`config.mk`:
```
export PLATFORM = sky130hd
export DESIGN_NAME = ooo_core
export DESIGN_NICKNAME = d
export VERILOG_FILES = /design/src/common/ooo_pkg.sv /design/src/common/dispatch_if.sv /design/src/logic/ooo_core.sv /design/src/logic/reservation_station.sv /design/src/logic/reorder_buffer.sv /design/src/issue/register_file.sv /design/src/issue/issue_stage.sv
export SDC_FILE = /design/constraint.sdc
export NUM_CORES = 2
export LEC_CHECK = 0
export ABC_CLOCK_PERIOD_IN_PS = 12600
export BUFFER_PORTS_ARGS = -buffer_cell sky130_fd_sc_hd__buf_2
export CORE_ASPECT_RATIO = 2
export CORE_MARGIN = 2
export CORE_UTILIZATION = 45
export DETAILED_ROUTE_END_ITERATION = 10
export MAX_ROUTING_LAYER = met4
export RECOVER_POWER = 100
export SLEW_MARGIN = 20
export SYNTH_ARGS = -nofsm -noshare
export SYNTH_HDL_FRONTEND = slang
export SYNTH_SLANG_ARGS = --single-unit
```
`constraint.sdc`:
```
create_clock -name clk_100mhz -period 12.6 [get_ports clk_100mhz]
set_input_delay 1.26 -clock clk_100mhz [delete_from_list [all_inputs] [get_ports clk_100mhz]]
set_output_delay 1.26 -clock clk_100mhz [all_outputs]
set_load 0.05 [all_outputs]
```
`src/common/ooo_pkg.sv`:
```
package ooo_pkg;

  // data and instruction words
  typedef logic [31:0] xlen_t;
  typedef logic [31:0] inst_t;

  // architectural register number, x0 to x31
  typedef logic [4:0] reg_addr_t;

  // reorder buffer sizing, the index type is shared by every stage
  localparam int ROB_DEPTH = 8;
  typedef logic [$clog2(ROB_DEPTH)-1:0] rob_ix_t;

  // alu operation code carried from issue to the station
  typedef logic [3:0] alu_op_t;

  localparam alu_op_t ALU_ADD  = 4'd0;
  localparam alu_op_t ALU_SUB  = 4'd1;
  localparam alu_op_t ALU_SLL  = 4'd2;
  localparam alu_op_t ALU_SLT  = 4'd3;   // signed compare
  localparam alu_op_t ALU_SLTU = 4'd4;   // unsigned compare
  localparam alu_op_t ALU_XOR  = 4'd5;
  localparam alu_op_t ALU_SRL  = 4'd6;
  localparam alu_op_t ALU_SRA  = 4'd7;   // sign fill
  localparam alu_op_t ALU_OR   = 4'd8;
  localparam alu_op_t ALU_AND  = 4'd9;

  // the two supported major opcodes
  localparam logic [6:0] OPC_OP    = 7'b0110011;  // register-register
  localparam logic [6:0] OPC_OPIMM = 7'b0010011;  // register-immediate

endpackage
```
`src/common/dispatch_if.sv`:
```
`timescale 1ns/1ps

interface dispatch_if;
  import ooo_pkg::*;

  logic    valid;
  logic    ready;   // station has a free entry
  alu_op_t op;
  rob_ix_t rob_ix;  // destination tag of the instruction
  xlen_t   v_i;
  xlen_t   v_j;
  rob_ix_t q_i;     // producer tags, meaningful while not ready
  rob_ix_t q_j;
  logic    i_rdy;
  logic    j_rdy;

  modport issue (
    output valid, op, rob_ix, v_i, v_j, q_i, q_j, i_rdy, j_rdy,
    input  ready
  );

  modport station (
    input  valid, op, rob_ix, v_i, v_j, q_i, q_j, i_rdy, j_rdy,
    output ready
  );

endinterface

```
`src/logic/ooo_core.sv`:
```
`timescale 1ns/1ps

module ooo_core #(
  parameter int RS_DEPTH = 4
) (
  input  logic               clk_100mhz,
  input  logic               sys_rst,
  input  logic               i_inst_valid,
  input  ooo_pkg::inst_t     i_inst,
  output logic               o_inst_ready,
  output logic               o_commit_valid,
  output ooo_pkg::reg_addr_t o_commit_rd,
  output ooo_pkg::xlen_t     o_commit_value
);
  import ooo_pkg::*;

  dispatch_if disp ();

  // issue to register file
  reg_addr_t rf_rs1, rf_rs2, rename_rd;
  xlen_t     rf_rval1, rf_rval2;
  logic      rf_busy1, rf_busy2, rename;
  rob_ix_t   rf_tag1, rf_tag2, rename_tag;

  // issue to rob
  logic      alloc, alloc_ready, look_done1, look_done2;
  reg_addr_t alloc_rd;
  rob_ix_t   alloc_ix, look_ix1, look_ix2;
  xlen_t     look_val1, look_val2;

  // cdb and commit
  logic      cdb_valid;
  rob_ix_t   cdb_rob_ix, commit_ix;
  xlen_t     cdb_value;

  issue_stage issue_inst (
    .i_inst_valid(i_inst_valid), .i_inst(i_inst), .o_inst_ready(o_inst_ready),
    .disp(disp.issue),
    .o_rs1(rf_rs1), .o_rs2(rf_rs2), .i_rval1(rf_rval1), .i_rval2(rf_rval2),
    .i_busy1(rf_busy1), .i_busy2(rf_busy2), .i_tag1(rf_tag1), .i_tag2(rf_tag2),
    .o_rename(rename), .o_rename_rd(rename_rd), .o_rename_tag(rename_tag),
    .i_alloc_ready(alloc_ready), .i_alloc_ix(alloc_ix),
    .o_alloc(alloc), .o_alloc_rd(alloc_rd),
    .o_look_ix1(look_ix1), .o_look_ix2(look_ix2),
    .i_look_done1(look_done1), .i_look_done2(look_done2),
    .i_look_val1(look_val1), .i_look_val2(look_val2)
  );

  register_file regfile_inst (
    .clk_100mhz(clk_100mhz), .sys_rst(sys_rst),
    .i_rs1(rf_rs1), .i_rs2(rf_rs2), .o_rval1(rf_rval1), .o_rval2(rf_rval2),
    .o_busy1(rf_busy1), .o_busy2(rf_busy2), .o_tag1(rf_tag1), .o_tag2(rf_tag2),
    .i_rename(rename), .i_rename_rd(rename_rd), .i_rename_tag(rename_tag),
    .i_commit(o_commit_valid), .i_commit_rd(o_commit_rd),
    .i_commit_value(o_commit_value), .i_commit_ix(commit_ix)
  );

  reorder_buffer rob_inst (
    .clk_100mhz(clk_100mhz), .sys_rst(sys_rst),
    .i_alloc(alloc), .i_alloc_rd(alloc_rd),
    .o_alloc_ready(alloc_ready), .o_alloc_ix(alloc_ix),
    .i_look_ix1(look_ix1), .i_look_ix2(look_ix2),
    .o_look_done1(look_done1), .o_look_done2(look_done2),
    .o_look_val1(look_val1), .o_look_val2(look_val2),
    .i_cdb_valid(cdb_valid), .i_cdb_rob_ix(cdb_rob_ix), .i_cdb_value(cdb_value),
    .o_commit_valid(o_commit_valid), .o_commit_rd(o_commit_rd),
    .o_commit_value(o_commit_value), .o_commit_ix(commit_ix)
  );

  reservation_station #(.RS_DEPTH(RS_DEPTH)) rs_inst (
    .clk_100mhz(clk_100mhz), .sys_rst(sys_rst),
    .disp(disp.station),
    .o_cdb_valid(cdb_valid), .o_cdb_rob_ix(cdb_rob_ix), .o_cdb_value(cdb_value)
  );

endmodule

```
`src/logic/reservation_station.sv`:
```
`timescale 1ns/1ps

module reservation_station #(
  parameter int RS_DEPTH = 4
) (
  input  logic             clk_100mhz,
  input  logic             sys_rst,
  dispatch_if.station      disp,
  output logic             o_cdb_valid,
  output ooo_pkg::rob_ix_t o_cdb_rob_ix,
  output ooo_pkg::xlen_t   o_cdb_value
);
  import ooo_pkg::*;

  localparam int IXW = (RS_DEPTH > 1) ? $clog2(RS_DEPTH) : 1;

  logic [RS_DEPTH-1:0] e_valid;
  logic [RS_DEPTH-1:0] e_i_rdy;
  logic [RS_DEPTH-1:0] e_j_rdy;
  alu_op_t             e_op     [RS_DEPTH];
  rob_ix_t             e_rob_ix [RS_DEPTH];
  xlen_t               e_v_i    [RS_DEPTH];
  xlen_t               e_v_j    [RS_DEPTH];
  rob_ix_t             e_q_i    [RS_DEPTH];
  rob_ix_t             e_q_j    [RS_DEPTH];

  logic [IXW-1:0] free_ix;
  logic [IXW-1:0] sel_ix;
  logic           sel_found;
  logic           wr_en;
  logic           cap_i;
  logic           cap_j;
  xlen_t          alu_res;

  // lowest free slot and lowest ready entry
  always_comb begin
    free_ix   = '0;
    sel_ix    = '0;
    sel_found = 1'b0;
    for (int k = RS_DEPTH - 1; k >= 0; k--) begin
      if (!e_valid[k]) begin
        free_ix = IXW'(k);
      end
      if (e_valid[k] && e_i_rdy[k] && e_j_rdy[k]) begin
        sel_ix    = IXW'(k);
        sel_found = 1'b1;
      end
    end
  end

  assign disp.ready = !(&e_valid);
  assign wr_en      = disp.valid && disp.ready;

  // broadcast landing in the same cycle as the write
  assign cap_i = o_cdb_valid && !disp.i_rdy && (disp.q_i == o_cdb_rob_ix);
  assign cap_j = o_cdb_valid && !disp.j_rdy && (disp.q_j == o_cdb_rob_ix);

  always_ff @(posedge clk_100mhz) begin
    if (sys_rst) begin
      e_valid <= '0;
    end else begin
      if (sel_found) begin
        e_valid[sel_ix] <= 1'b0;
      end
      if (wr_en) begin
        e_valid[free_ix] <= 1'b1;
      end
    end
  end

  always_ff @(posedge clk_100mhz) begin
    for (int k = 0; k < RS_DEPTH; k++) begin
      if (o_cdb_valid && !e_i_rdy[k] && (e_q_i[k] == o_cdb_rob_ix)) begin
        e_v_i[k]   <= o_cdb_value;
        e_i_rdy[k] <= 1'b1;
      end
      if (o_cdb_valid && !e_j_rdy[k] && (e_q_j[k] == o_cdb_rob_ix)) begin
        e_v_j[k]   <= o_cdb_value;
        e_j_rdy[k] <= 1'b1;
      end
    end
    if (wr_en) begin
      e_op[free_ix]     <= disp.op;
      e_rob_ix[free_ix] <= disp.rob_ix;
      e_q_i[free_ix]    <= disp.q_i;
      e_q_j[free_ix]    <= disp.q_j;
      e_v_i[free_ix]    <= cap_i ? o_cdb_value : disp.v_i;
      e_v_j[free_ix]    <= cap_j ? o_cdb_value : disp.v_j;
      e_i_rdy[free_ix]  <= disp.i_rdy || cap_i;
      e_j_rdy[free_ix]  <= disp.j_rdy || cap_j;
    end
  end

  always_comb begin
    case (e_op[sel_ix])
      ALU_SUB:  alu_res = e_v_i[sel_ix] - e_v_j[sel_ix];
      ALU_SLL:  alu_res = e_v_i[sel_ix] << e_v_j[sel_ix][4:0];
      ALU_SLT:  alu_res = {31'b0, $signed(e_v_i[sel_ix]) < $signed(e_v_j[sel_ix])};
      ALU_SLTU: alu_res = {31'b0, e_v_i[sel_ix] < e_v_j[sel_ix]};
      ALU_XOR:  alu_res = e_v_i[sel_ix] ^ e_v_j[sel_ix];
      ALU_SRL:  alu_res = e_v_i[sel_ix] >> e_v_j[sel_ix][4:0];
      ALU_SRA:  alu_res = xlen_t'($signed(e_v_i[sel_ix]) >>> e_v_j[sel_ix][4:0]);
      ALU_OR:   alu_res = e_v_i[sel_ix] | e_v_j[sel_ix];
      ALU_AND:  alu_res = e_v_i[sel_ix] & e_v_j[sel_ix];
      default:  alu_res = e_v_i[sel_ix] + e_v_j[sel_ix];
    endcase
  end

  // result register is the cdb, one broadcast per cycle
  always_ff @(posedge clk_100mhz) begin
    if (sys_rst) begin
      o_cdb_valid <= 1'b0;
    end else begin
      o_cdb_valid <= sel_found;
    end
  end

  always_ff @(posedge clk_100mhz) begin
    if (sel_found) begin
      o_cdb_rob_ix <= e_rob_ix[sel_ix];
      o_cdb_value  <= alu_res;
    end
  end

endmodule

```
`src/logic/reorder_buffer.sv`:
```
`timescale 1ns/1ps

module reorder_buffer (
  input  logic               clk_100mhz,
  input  logic               sys_rst,
  // allocation from issue
  input  logic               i_alloc,
  input  ooo_pkg::reg_addr_t i_alloc_rd,
  output logic               o_alloc_ready,
  output ooo_pkg::rob_ix_t   o_alloc_ix,
  // operand lookups
  input  ooo_pkg::rob_ix_t   i_look_ix1,
  input  ooo_pkg::rob_ix_t   i_look_ix2,
  output logic               o_look_done1,
  output logic               o_look_done2,
  output ooo_pkg::xlen_t     o_look_val1,
  output ooo_pkg::xlen_t     o_look_val2,
  // common data bus
  input  logic               i_cdb_valid,
  input  ooo_pkg::rob_ix_t   i_cdb_rob_ix,
  input  ooo_pkg::xlen_t     i_cdb_value,
  // commit
  output logic               o_commit_valid,
  output ooo_pkg::reg_addr_t o_commit_rd,
  output ooo_pkg::xlen_t     o_commit_value,
  output ooo_pkg::rob_ix_t   o_commit_ix
);
  import ooo_pkg::*;

  localparam int CNT_W = $clog2(ROB_DEPTH) + 1;
  typedef logic [CNT_W-1:0] cnt_t;

  reg_addr_t              ent_rd  [ROB_DEPTH];
  xlen_t                  ent_val [ROB_DEPTH];
  logic [ROB_DEPTH-1:0]   ent_done;
  rob_ix_t                head;
  rob_ix_t                tail;
  cnt_t                   count;
  logic                   commit_go;

  assign o_alloc_ready = (count != cnt_t'(ROB_DEPTH));
  assign o_alloc_ix    = tail;

  // answered straight from the entries, a result on the cdb this cycle is not seen
  assign o_look_done1 = ent_done[i_look_ix1];
  assign o_look_done2 = ent_done[i_look_ix2];
  assign o_look_val1  = ent_val[i_look_ix1];
  assign o_look_val2  = ent_val[i_look_ix2];

  assign commit_go = (count != '0) && ent_done[head];

  always_ff @(posedge clk_100mhz) begin
    if (sys_rst) begin
      head           <= '0;
      tail           <= '0;
      count          <= '0;
      ent_done       <= '0;
      o_commit_valid <= 1'b0;
    end else begin
      o_commit_valid <= commit_go;
      if (i_cdb_valid) begin
        ent_done[i_cdb_rob_ix] <= 1'b1;
      end
      if (i_alloc) begin
        ent_done[tail] <= 1'b0;  // fresh entry waits for its result
        tail           <= tail + 1'b1;
      end
      if (commit_go) begin
        head <= head + 1'b1;
      end
      count <= count + cnt_t'(i_alloc) - cnt_t'(commit_go);
    end
  end

  always_ff @(posedge clk_100mhz) begin
    if (i_alloc) begin
      ent_rd[tail] <= i_alloc_rd;
    end
    if (i_cdb_valid) begin
      ent_val[i_cdb_rob_ix] <= i_cdb_value;
    end
    if (commit_go) begin
      o_commit_rd    <= ent_rd[head];
      o_commit_value <= ent_val[head];
      o_commit_ix    <= head;  // lets the register file match its tag
    end
  end

endmodule

```
`src/issue/register_file.sv`:
```
`timescale 1ns/1ps

module register_file (
  input  logic               clk_100mhz,
  input  logic               sys_rst,
  // issue reads
  input  ooo_pkg::reg_addr_t i_rs1,
  input  ooo_pkg::reg_addr_t i_rs2,
  output ooo_pkg::xlen_t     o_rval1,
  output ooo_pkg::xlen_t     o_rval2,
  output logic               o_busy1,
  output logic               o_busy2,
  output ooo_pkg::rob_ix_t   o_tag1,
  output ooo_pkg::rob_ix_t   o_tag2,
  // rename from issue
  input  logic               i_rename,
  input  ooo_pkg::reg_addr_t i_rename_rd,
  input  ooo_pkg::rob_ix_t   i_rename_tag,
  // in-order commit
  input  logic               i_commit,
  input  ooo_pkg::reg_addr_t i_commit_rd,
  input  ooo_pkg::xlen_t     i_commit_value,
  input  ooo_pkg::rob_ix_t   i_commit_ix
);
  import ooo_pkg::*;

  xlen_t       regs [32];  // entry 0 never written
  rob_ix_t     tags [32];
  logic [31:0] busy;

  // x0 always reads zero and idle
  assign o_rval1 = (i_rs1 == '0) ? '0 : regs[i_rs1];
  assign o_rval2 = (i_rs2 == '0) ? '0 : regs[i_rs2];
  assign o_busy1 = (i_rs1 != '0) && busy[i_rs1];
  assign o_busy2 = (i_rs2 != '0) && busy[i_rs2];
  assign o_tag1  = tags[i_rs1];
  assign o_tag2  = tags[i_rs2];

  always_ff @(posedge clk_100mhz) begin
    if (sys_rst) begin
      busy <= '0;
      for (int r = 0; r < 32; r++) begin
        regs[r] <= '0;
      end
    end else begin
      if (i_commit && (i_commit_rd != '0)) begin
        regs[i_commit_rd] <= i_commit_value;
        if (tags[i_commit_rd] == i_commit_ix) begin
          busy[i_commit_rd] <= 1'b0;  // only the newest producer frees it
        end
      end
      // later assignment, so a same-cycle rename keeps the register busy
      if (i_rename) begin
        busy[i_rename_rd] <= 1'b1;
      end
    end
  end

  always_ff @(posedge clk_100mhz) begin
    if (i_rename) begin
      tags[i_rename_rd] <= i_rename_tag;
    end
  end

endmodule

```
`src/issue/issue_stage.sv`:
```
`timescale 1ns/1ps

module issue_stage (
  input  logic               i_inst_valid,
  input  ooo_pkg::inst_t     i_inst,
  output logic               o_inst_ready,
  dispatch_if.issue          disp,
  // register file side
  output ooo_pkg::reg_addr_t o_rs1,
  output ooo_pkg::reg_addr_t o_rs2,
  input  ooo_pkg::xlen_t     i_rval1,
  input  ooo_pkg::xlen_t     i_rval2,
  input  logic               i_busy1,
  input  logic               i_busy2,
  input  ooo_pkg::rob_ix_t   i_tag1,
  input  ooo_pkg::rob_ix_t   i_tag2,
  output logic               o_rename,
  output ooo_pkg::reg_addr_t o_rename_rd,
  output ooo_pkg::rob_ix_t   o_rename_tag,
  // reorder buffer side
  input  logic               i_alloc_ready,
  input  ooo_pkg::rob_ix_t   i_alloc_ix,
  output logic               o_alloc,
  output ooo_pkg::reg_addr_t o_alloc_rd,
  output ooo_pkg::rob_ix_t   o_look_ix1,
  output ooo_pkg::rob_ix_t   o_look_ix2,
  input  logic               i_look_done1,
  input  logic               i_look_done2,
  input  ooo_pkg::xlen_t     i_look_val1,
  input  ooo_pkg::xlen_t     i_look_val2
);
  import ooo_pkg::*;

  logic [6:0] opcode;
  logic [2:0] funct3;
  logic       alt_bit;   // inst[30], selects sub and sra
  reg_addr_t  rd;
  xlen_t      imm;
  logic       is_reg;
  logic       is_imm;
  logic       is_alu;
  logic       fire;
  alu_op_t    alu_op;

  assign opcode  = i_inst[6:0];
  assign rd      = i_inst[11:7];
  assign funct3  = i_inst[14:12];
  assign alt_bit = i_inst[30];
  assign imm     = {{20{i_inst[31]}}, i_inst[31:20]};  // i-type, shamt sits in [4:0]

  assign is_reg = (opcode == OPC_OP);
  assign is_imm = (opcode == OPC_OPIMM);
  assign is_alu = is_reg || is_imm;

  // anything else is taken at once and dropped
  assign o_inst_ready = !is_alu || (i_alloc_ready && disp.ready);
  assign fire         = i_inst_valid && is_alu && i_alloc_ready && disp.ready;

  always_comb begin
    alu_op = ALU_ADD;
    case (funct3)
      3'b000:  alu_op = (is_reg && alt_bit) ? ALU_SUB : ALU_ADD;  // no subi
      3'b001:  alu_op = ALU_SLL;
      3'b010:  alu_op = ALU_SLT;
      3'b011:  alu_op = ALU_SLTU;
      3'b100:  alu_op = ALU_XOR;
      3'b101:  alu_op = alt_bit ? ALU_SRA : ALU_SRL;
      3'b110:  alu_op = ALU_OR;
      default: alu_op = ALU_AND;
    endcase
  end

  assign o_rs1      = i_inst[19:15];
  assign o_rs2      = i_inst[24:20];
  assign o_look_ix1 = i_tag1;
  assign o_look_ix2 = i_tag2;

  // operand i: register, finished rob entry, or wait on the tag
  always_comb begin
    disp.v_i   = i_rval1;
    disp.q_i   = i_tag1;
    disp.i_rdy = 1'b1;
    if (i_busy1) begin
      disp.i_rdy = i_look_done1;
      disp.v_i   = i_look_val1;
    end
  end

  // operand j, the immediate takes its place for op-imm
  always_comb begin
    disp.v_j   = i_rval2;
    disp.q_j   = i_tag2;
    disp.j_rdy = 1'b1;
    if (is_imm) begin
      disp.v_j = imm;
    end else if (i_busy2) begin
      disp.j_rdy = i_look_done2;
      disp.v_j   = i_look_val2;
    end
  end

  assign disp.valid  = fire;
  assign disp.op     = alu_op;
  assign disp.rob_ix = i_alloc_ix;

  assign o_alloc      = fire;
  assign o_alloc_rd   = rd;
  assign o_rename     = fire && (rd != '0);  // x0 keeps no mapping
  assign o_rename_rd  = rd;
  assign o_rename_tag = i_alloc_ix;

endmodule

```
# Word level (Yosys, flattened, before mapping)
# Memory sizes are Yosys's and may differ from the RTL's. A register that Yosys moved wholly into a read port is not among the register bits.
# Index checks and enable logic that the tools add are counted.
totals:
  register_bits: 99
  latchBits: 0
  ramBits: 1724
  romBits: 0
  out_inout_bits: 39
  elab_cells: 264
  mem_count: 10
memory_table:
  columns: ["name", "words", "word_bits", "rd", "rd_ports_with_merged_regs", "write_ports", "line_no", "rtl"]
  rows:
  - ["regfile_inst.regs", 32, 32, 2, 0, 32, "register_file.sv:27", "xlen_t regs [32];"]
  - ["rob_inst.ent_val", 8, 32, 3, 1, 1, "reorder_buffer.sv:34", "xlen_t ent_val [ROB_DEPTH];"]
  - ["rs_inst.e_v_i", 4, 32, 1, 0, 5, "reservation_station.sv:22", "xlen_t e_v_i [RS_DEPTH];"]
  - ["rs_inst.e_v_j", 4, 32, 1, 0, 5, "reservation_station.sv:23", "xlen_t e_v_j [RS_DEPTH];"]
  - ["regfile_inst.tags", 32, 3, 3, 0, 1, "register_file.sv:28", "rob_ix_t tags [32];"]
  - ["rob_inst.ent_rd", 8, 5, 1, 1, 1, "reorder_buffer.sv:33", "reg_addr_t ent_rd [ROB_DEPTH];"]
  - ["4 more memories", null, null, null, null, null, null, null]
classes:
  n_addsub: 6
  multipliers: 0
  div: 0
  order_cmp: 19
  n_eq_ne: 29
  shift: 3
  mux: 102
  bitwise_logic: 12
  n_reduce_logical: 71
op_table:
  columns: ["cell", "count"]
  rows:
  - ["2-to-1 mux 32 bit", 12]
  - ["one-hot mux 32 bit (9 select lines)", 1]
  - ["bitwise AND 32 bit", 2]
  - ["less-than comparator 32 bit", 2]
  - ["OR 32 bit", 2]
  - ["2-to-1 mux 1 bit", 58]
  - ["logical AND 1 bit", 45]
  - ["== test 3 bit", 11]
  - ["adder 32 bit", 1]
  - ["inverter 32 bit", 1]
  - ["OR reduction 32 bit", 1]
  - ["<< shifter 32 x 5 -> 32 bit", 1]
  - ["right shift 32 x 5 -> 32 bit", 1]
  - [">>> shifter 32 x 5 -> 32 bit", 1]
  - ["subtractor 32 bit", 1]
  - ["bitwise XOR 32 bit", 1]
  - ["one-hot mux 4 bit (7 select lines)", 1]
  - ["less-than comparator 5 x 6 -> 1 bit, second input constant", 4]
  - ["2-to-1 mux 8 bit", 3]
  - ["less-than comparator 3 x 4 -> 1 bit, second input constant", 5]
  - ["2-to-1 mux 4 bit", 5]
  - ["nonzero test 5 bit", 4]
  - ["== test 4 x 3 -> 1 bit, second input constant", 4]
  - ["2-to-1 mux 2 bit", 8]
  - ["other kinds (35)", 67]

# Longest topological paths before layout
depth:
  word_depth: 16
  mapped_depth: 25

# Hierarchy
# A second synthesis with hierarchy kept.
unflattened:
  hier_cells: 7190
  area_unflattened_um2: 105027.0
modules_own_cells:
  columns: ["mod", "instances", "cells_per_inst", "area_per_inst_um2"]
  rows:
  - ["register_file", 1, 3755, 61480.2]
  - ["reservation_station", 1, 2424, 24907.6]
  - ["reorder_buffer", 1, 824, 17155.2]
  - ["issue_stage", 1, 187, 1483.9]

# Least setup slack after synthesis
# OpenSTA, ideal clock, no wires.
synth_timing:
  kind: "reg-to-reg"
  from: "reg rs_inst.e_i_rdy[1]"
  to: "reg rs_inst.o_cdb_value[17], data pin"
  arrival_time_ns: 5.037
  t_required_ns: 12.328
  setup_slack_ns: 7.292
  path_stages_with_launch: 24
  period_less_slack_ns: 5.308
  cell_sequence: "dfxtp_1 -> clkbuf_1 -> and3_1 -> buf_2 -> buf_2 -> buf_2 -> a221oi_1 -> a2bb2oi_1 -> clkbuf_1 -> clkbuf_1 -> clkbuf_1 -> ha_1 -> clkbuf_1 -> nor4b_1 -> a211o_1 -> o31ai_1 -> a21oi_1 -> o21ai_0 -> and2_1 -> o21ai_0 -> a21oi_1 -> a211oi_1 -> o21ba_1 -> or4_1"
synth_via:
  elab_chain_cells: 7
synth_lines:
  columns: ["element", "line_no", "rtl"]
  rows:
  - ["start, declared", "reservation_station.sv:18", "logic [RS_DEPTH-1:0] e_i_rdy;"]
  - ["start signal, assigned by index", "reservation_station.sv:89", "e_i_rdy[free_ix] <= disp.i_rdy || cap_i;"]
  - ["logical AND 1 bit (*) (2 in a row)", "reservation_station.sv:44", "if (e_valid[k] && e_i_rdy[k] && e_j_rdy[k]) begin"]
  - ["2-to-1 mux 2 bit (*) (2 in a row)", "reservation_station.sv:44", null]
  - ["memory read (4 x 32 bit), or another cell as far along", null, null]
  - ["adder 32 bit, or another cell as far along", "reservation_station.sv:105", "default: alu_res = e_v_i[sel_ix] + e_v_j[sel_ix];"]
  - ["one-hot mux 32 bit (9 select lines) (*)", "reservation_station.sv:95", "case (e_op[sel_ix])"]
  - ["net rs_inst.alu_res[17]", "reservation_station.sv:33", "xlen_t alu_res;"]
  - ["end signal, assigned", "reservation_station.sv:121", "o_cdb_value <= alu_res;"]
  - ["end, declared", "reservation_station.sv:11", "output ooo_pkg::xlen_t o_cdb_value"]
# Mark *: on every way through the listed nets, which the timed path passes. The rest lies on a longest branch.
# A chain may end at the register's enable or synchronous reset.

==> results.md <==
- PwrDens: 118 mW/mm²
- Final core occ: between 40% and 50%
- Post-CTS Repair Setup Buffers: 0
- GR Layer Usage met1: about a third
- XOR/XNOR share of the synthesized area: less than 1%
- Max rail drop VDD: between 100 and 150 µV
- Core Region: approximately 0.23 mm²
- DR iter-0 viols: ~6900
- Post-cts gate resize count: 0
- Complex-gate fraction of the synthesized area: between 6 and 7%
- Port bufs: 73
- Mux contribution to synthesized area: about a quarter
- Commonest cells post-synth: 1799 x edfxtp_1, 1008 x and2_1, 947 x mux4_2
- Drc violations: 0
- Total CTS buffers: roughly 170
- Crit path kind: primary input to flop
- Final min period: a little under 10 ns
- Failing checks: capacitance limit, slew limit
- CP Launch Type: primary input
- Simple-gate portion of the synthesized area: about 10%
- Distinct cells, synth: a little over 90
- Dpl cell area: around 0.11 mm²
- Met3 Use GR: 4.09%
- Total negative slack: 0 ns
- Measured slew at the worst slew-check pin: roughly 3.9 ns
- Die height: approximately 680 µm
- Share of cells above drive strength 1: between 20% and 30%
- FF+latch count, synth: ~1900
- RD Place Congestion: about 1
- Gate count after technology mapping: around 7200
- Area fraction of the dominant cell type after synthesis: between 50% and 60%
- CTS root buf: clkbuf_16
- Worst Path Arrival: 10.20 ns
- Total track usage: around a third
- Worst-Skew Late Latency: 0.86 ns
- Final-stage net count: approximately 7200
- Min-delay worst type: flop to flop
- Vias: ~67000
- DR vias/cell: ~6.6
- Crit path capture type: flop
- Area Overhead vs Synth: 8.71%
- CTS Hold Bufs: 0
- Pwr Total: approximately 13 mW
- Mapped Area: 0.103 mm²
- Sequential share of the synthesized area: about 54%
- Final wirelength: around 360 mm
- RSZ-0062 raised after global routing: false
- WL/cell: around 35 µm
- First-pass GRT wire length: 508 mm
- Initial core utilization: a little under half
- IO Count: 74
- HPWL after DPL: roughly 240 mm
- Initial antenna violation count: 8
- Synth Area in Adders: between 1 and 1.5%
- Post-synthesis average cell area: 14.4 µm²
- DRT antenna net count: 0
- Routing usage on met2: 57.1%
- CTS clock-pin slew for the worst setup and hold paths: 0.07 ns
- TritonCTS clock tree: yes
- Final instance area: between 0.1 and 0.15 mm²
- Top-count cell post-synth: edfxtp_1
- Final hold violations: 0
- Main synth FF type: edfxtp_1
- Rel. slew slack: -161%
- Period Utilization, post-route: approximately 77%
- Worst r2r path cells: 18
- Number of cell rows: 248
- Slew Viols, Final: roughly 3400
- Vias in the first global route: approximately 70000
- Max_cap viols: 102
- Async SR Flop Fraction: 0%
- Leakage Power: ~37 nW
- Hold Path Stages: 2
- CP required: 13.16 ns
- DIE AREA: between 0.2 and 0.25 mm²
- Synth top area cells: edfxtp_1 52%, mux4_2 21%, and2_1 6.1%
- Die width: ~340 µm
- Post-synth EDFFs: about 1800
- H-tree depth: 4
- Largest family of logic cells by synthesized area: multiplexers
- Max clock buf depth: 4
- Synth Warn #: 0
- FMAX: 104 MHz
- Setup-failing EPs final: 0
- Status: complete, but fails checks
- Cell taking the most area after synthesis: edfxtp_1
- Largest net degree at the start of global routing: 113
- Drt pass-1 iters: 7
- Busiest grt layer: met2
- Crit path max fanout: 86
- Clock skew: between 0.04 and 0.05 ns
- GRT overflow: 0
- Clock Sinks: 1862
## worst max-delay path, stage by stage
cell	delay, ns
buf_8	0.61
clkbuf_1	2.80
mux4_2	0.55
mux4_2	0.54
mux2i_4	0.16
clkbuf_1	1.93
buf_4	0.89
mux4_2	0.60
a22oi_1	0.44
a31oi_1	0.15
## sequential cells by signal, indices dropped and copies added, names as in the netlist, 4 cells and up
register                 flops
rob_inst.o_commit_value     32
rs_inst.e_op                16
rob_inst.ent_val           256
regfile_inst.busy           31
rob_inst.ent_rd             40
rs_inst.e_j_rdy              4
rs_inst.e_rob_ix            12
rs_inst.e_q_j               12
regfile_inst.tags           96
rs_inst.e_valid              4
regfile_inst.regs         1024
rob_inst.count               4
rs_inst.o_cdb_value         32
rs_inst.e_q_i               12
rob_inst.ent_done            8
rs_inst.e_v_j              128
rob_inst.o_commit_rd         5
rs_inst.e_v_i              128
rs_inst.e_i_rdy              4
## cell usage in the layout, fill, tap and decap left out, types with 24 or more instances in the layout
| cell | Yosys | layout |
|---|---|---|
| edfxtp_1 | 1799 | 1799 |
| mux4_2 | 947 | 947 |
| and2_0 | 2 | 562 |
| nor2_1 | 491 | 469 |
| and2_1 | 1008 | 445 |
| nand2_1 | 219 | 218 |
| clkbuf_1 | 418 | 177 |
| a31oi_1 | 176 | 174 |
| clkbuf_16 | 0 | 174 |
| o21ai_0 | 172 | 172 |
| a21oi_1 | 172 | 169 |
| mux2i_1 | 165 | 161 |
| inv_1 | 142 | 143 |
| buf_4 | 10 | 138 |
| mux2_1 | 100 | 120 |
| ha_1 | 105 | 105 |
| nor3_1 | 89 | 86 |
| mux2_2 | 96 | 76 |
| dfxtp_1 | 63 | 62 |
| a22oi_1 | 61 | 61 |
| nand3_1 | 44 | 42 |
| a211oi_1 | 41 | 41 |
| o22ai_1 | 38 | 38 |
| o21a_1 | 38 | 37 |
| clkinv_1 | 1 | 37 |
| xnor2_1 | 36 | 36 |
| o221ai_1 | 35 | 35 |
| conb_1 | 1 | 35 |
| o211ai_1 | 31 | 31 |
| nor2b_1 | 28 | 26 |
| xor2_1 | 26 | 26 |
| o21bai_1 | 49 | 25 |
| a221o_1 | 24 | 24 |
## logic make-up after synthesis
group	Yosys count
XOR/XNOR	62
other	1
adder cells (fa/ha/maj)	108
AO/OA/AOI/OAI	1013
flip-flops	1862
multiplexers	1311
buffers and inverters	797
AND/OR/NAND/NOR	2005
## metrics by stage
step	setup slack [ns]	cells	hold slack (ns)
after global routing	2.65	10200	0.510
after detailed placement	5.48	9863	0.480
final	2.96	10200	0.489
after CTS	5.47	10200	0.492
after global placement	5.61	9863	0.470
after floorplan	7.29	7193	0.435
## cell type report
type                    count  area (µm²)
diodes                      7        17.5
clock buffers             207        4530
clock inverters            86         786
fillers                 19500      116000
inverters                 147         552
multi-input cells        4534       45300
flip-flops and latches   1862       55300
well taps                3000        3750
repair buffers            320        1870
## worst paths after layout
path	to	slack [ns]	startpoint
setup reg to reg	rs_inst.o_cdb_value[0]	3.46	rs_inst.e_valid[1]
hold / removal	regfile_inst.busy[17]	0.49	regfile_inst.busy[17]
hold reg to reg	regfile_inst.busy[17]	0.49	regfile_inst.busy[17]
setup / recovery	rs_inst.e_v_i[3][21]	2.96	i_inst[16]
## per-layer routing
layer  up-vias  share of wire (%)
li1      27700                  -
met1     34500                 32
met2      3382                 54
met3      1187                6.0
met4         0                7.9
met5         -                  0
## where the power goes
group | internal (mW) | total [mW] | switching, mW
clock | 2.84 | 5.22 | 2.37
sequential | 6.87 | 6.94 | 0.0608
combinational | 0.437 | 1.02 | 0.579
Note: power is estimated with default switching activity, not from simulation.
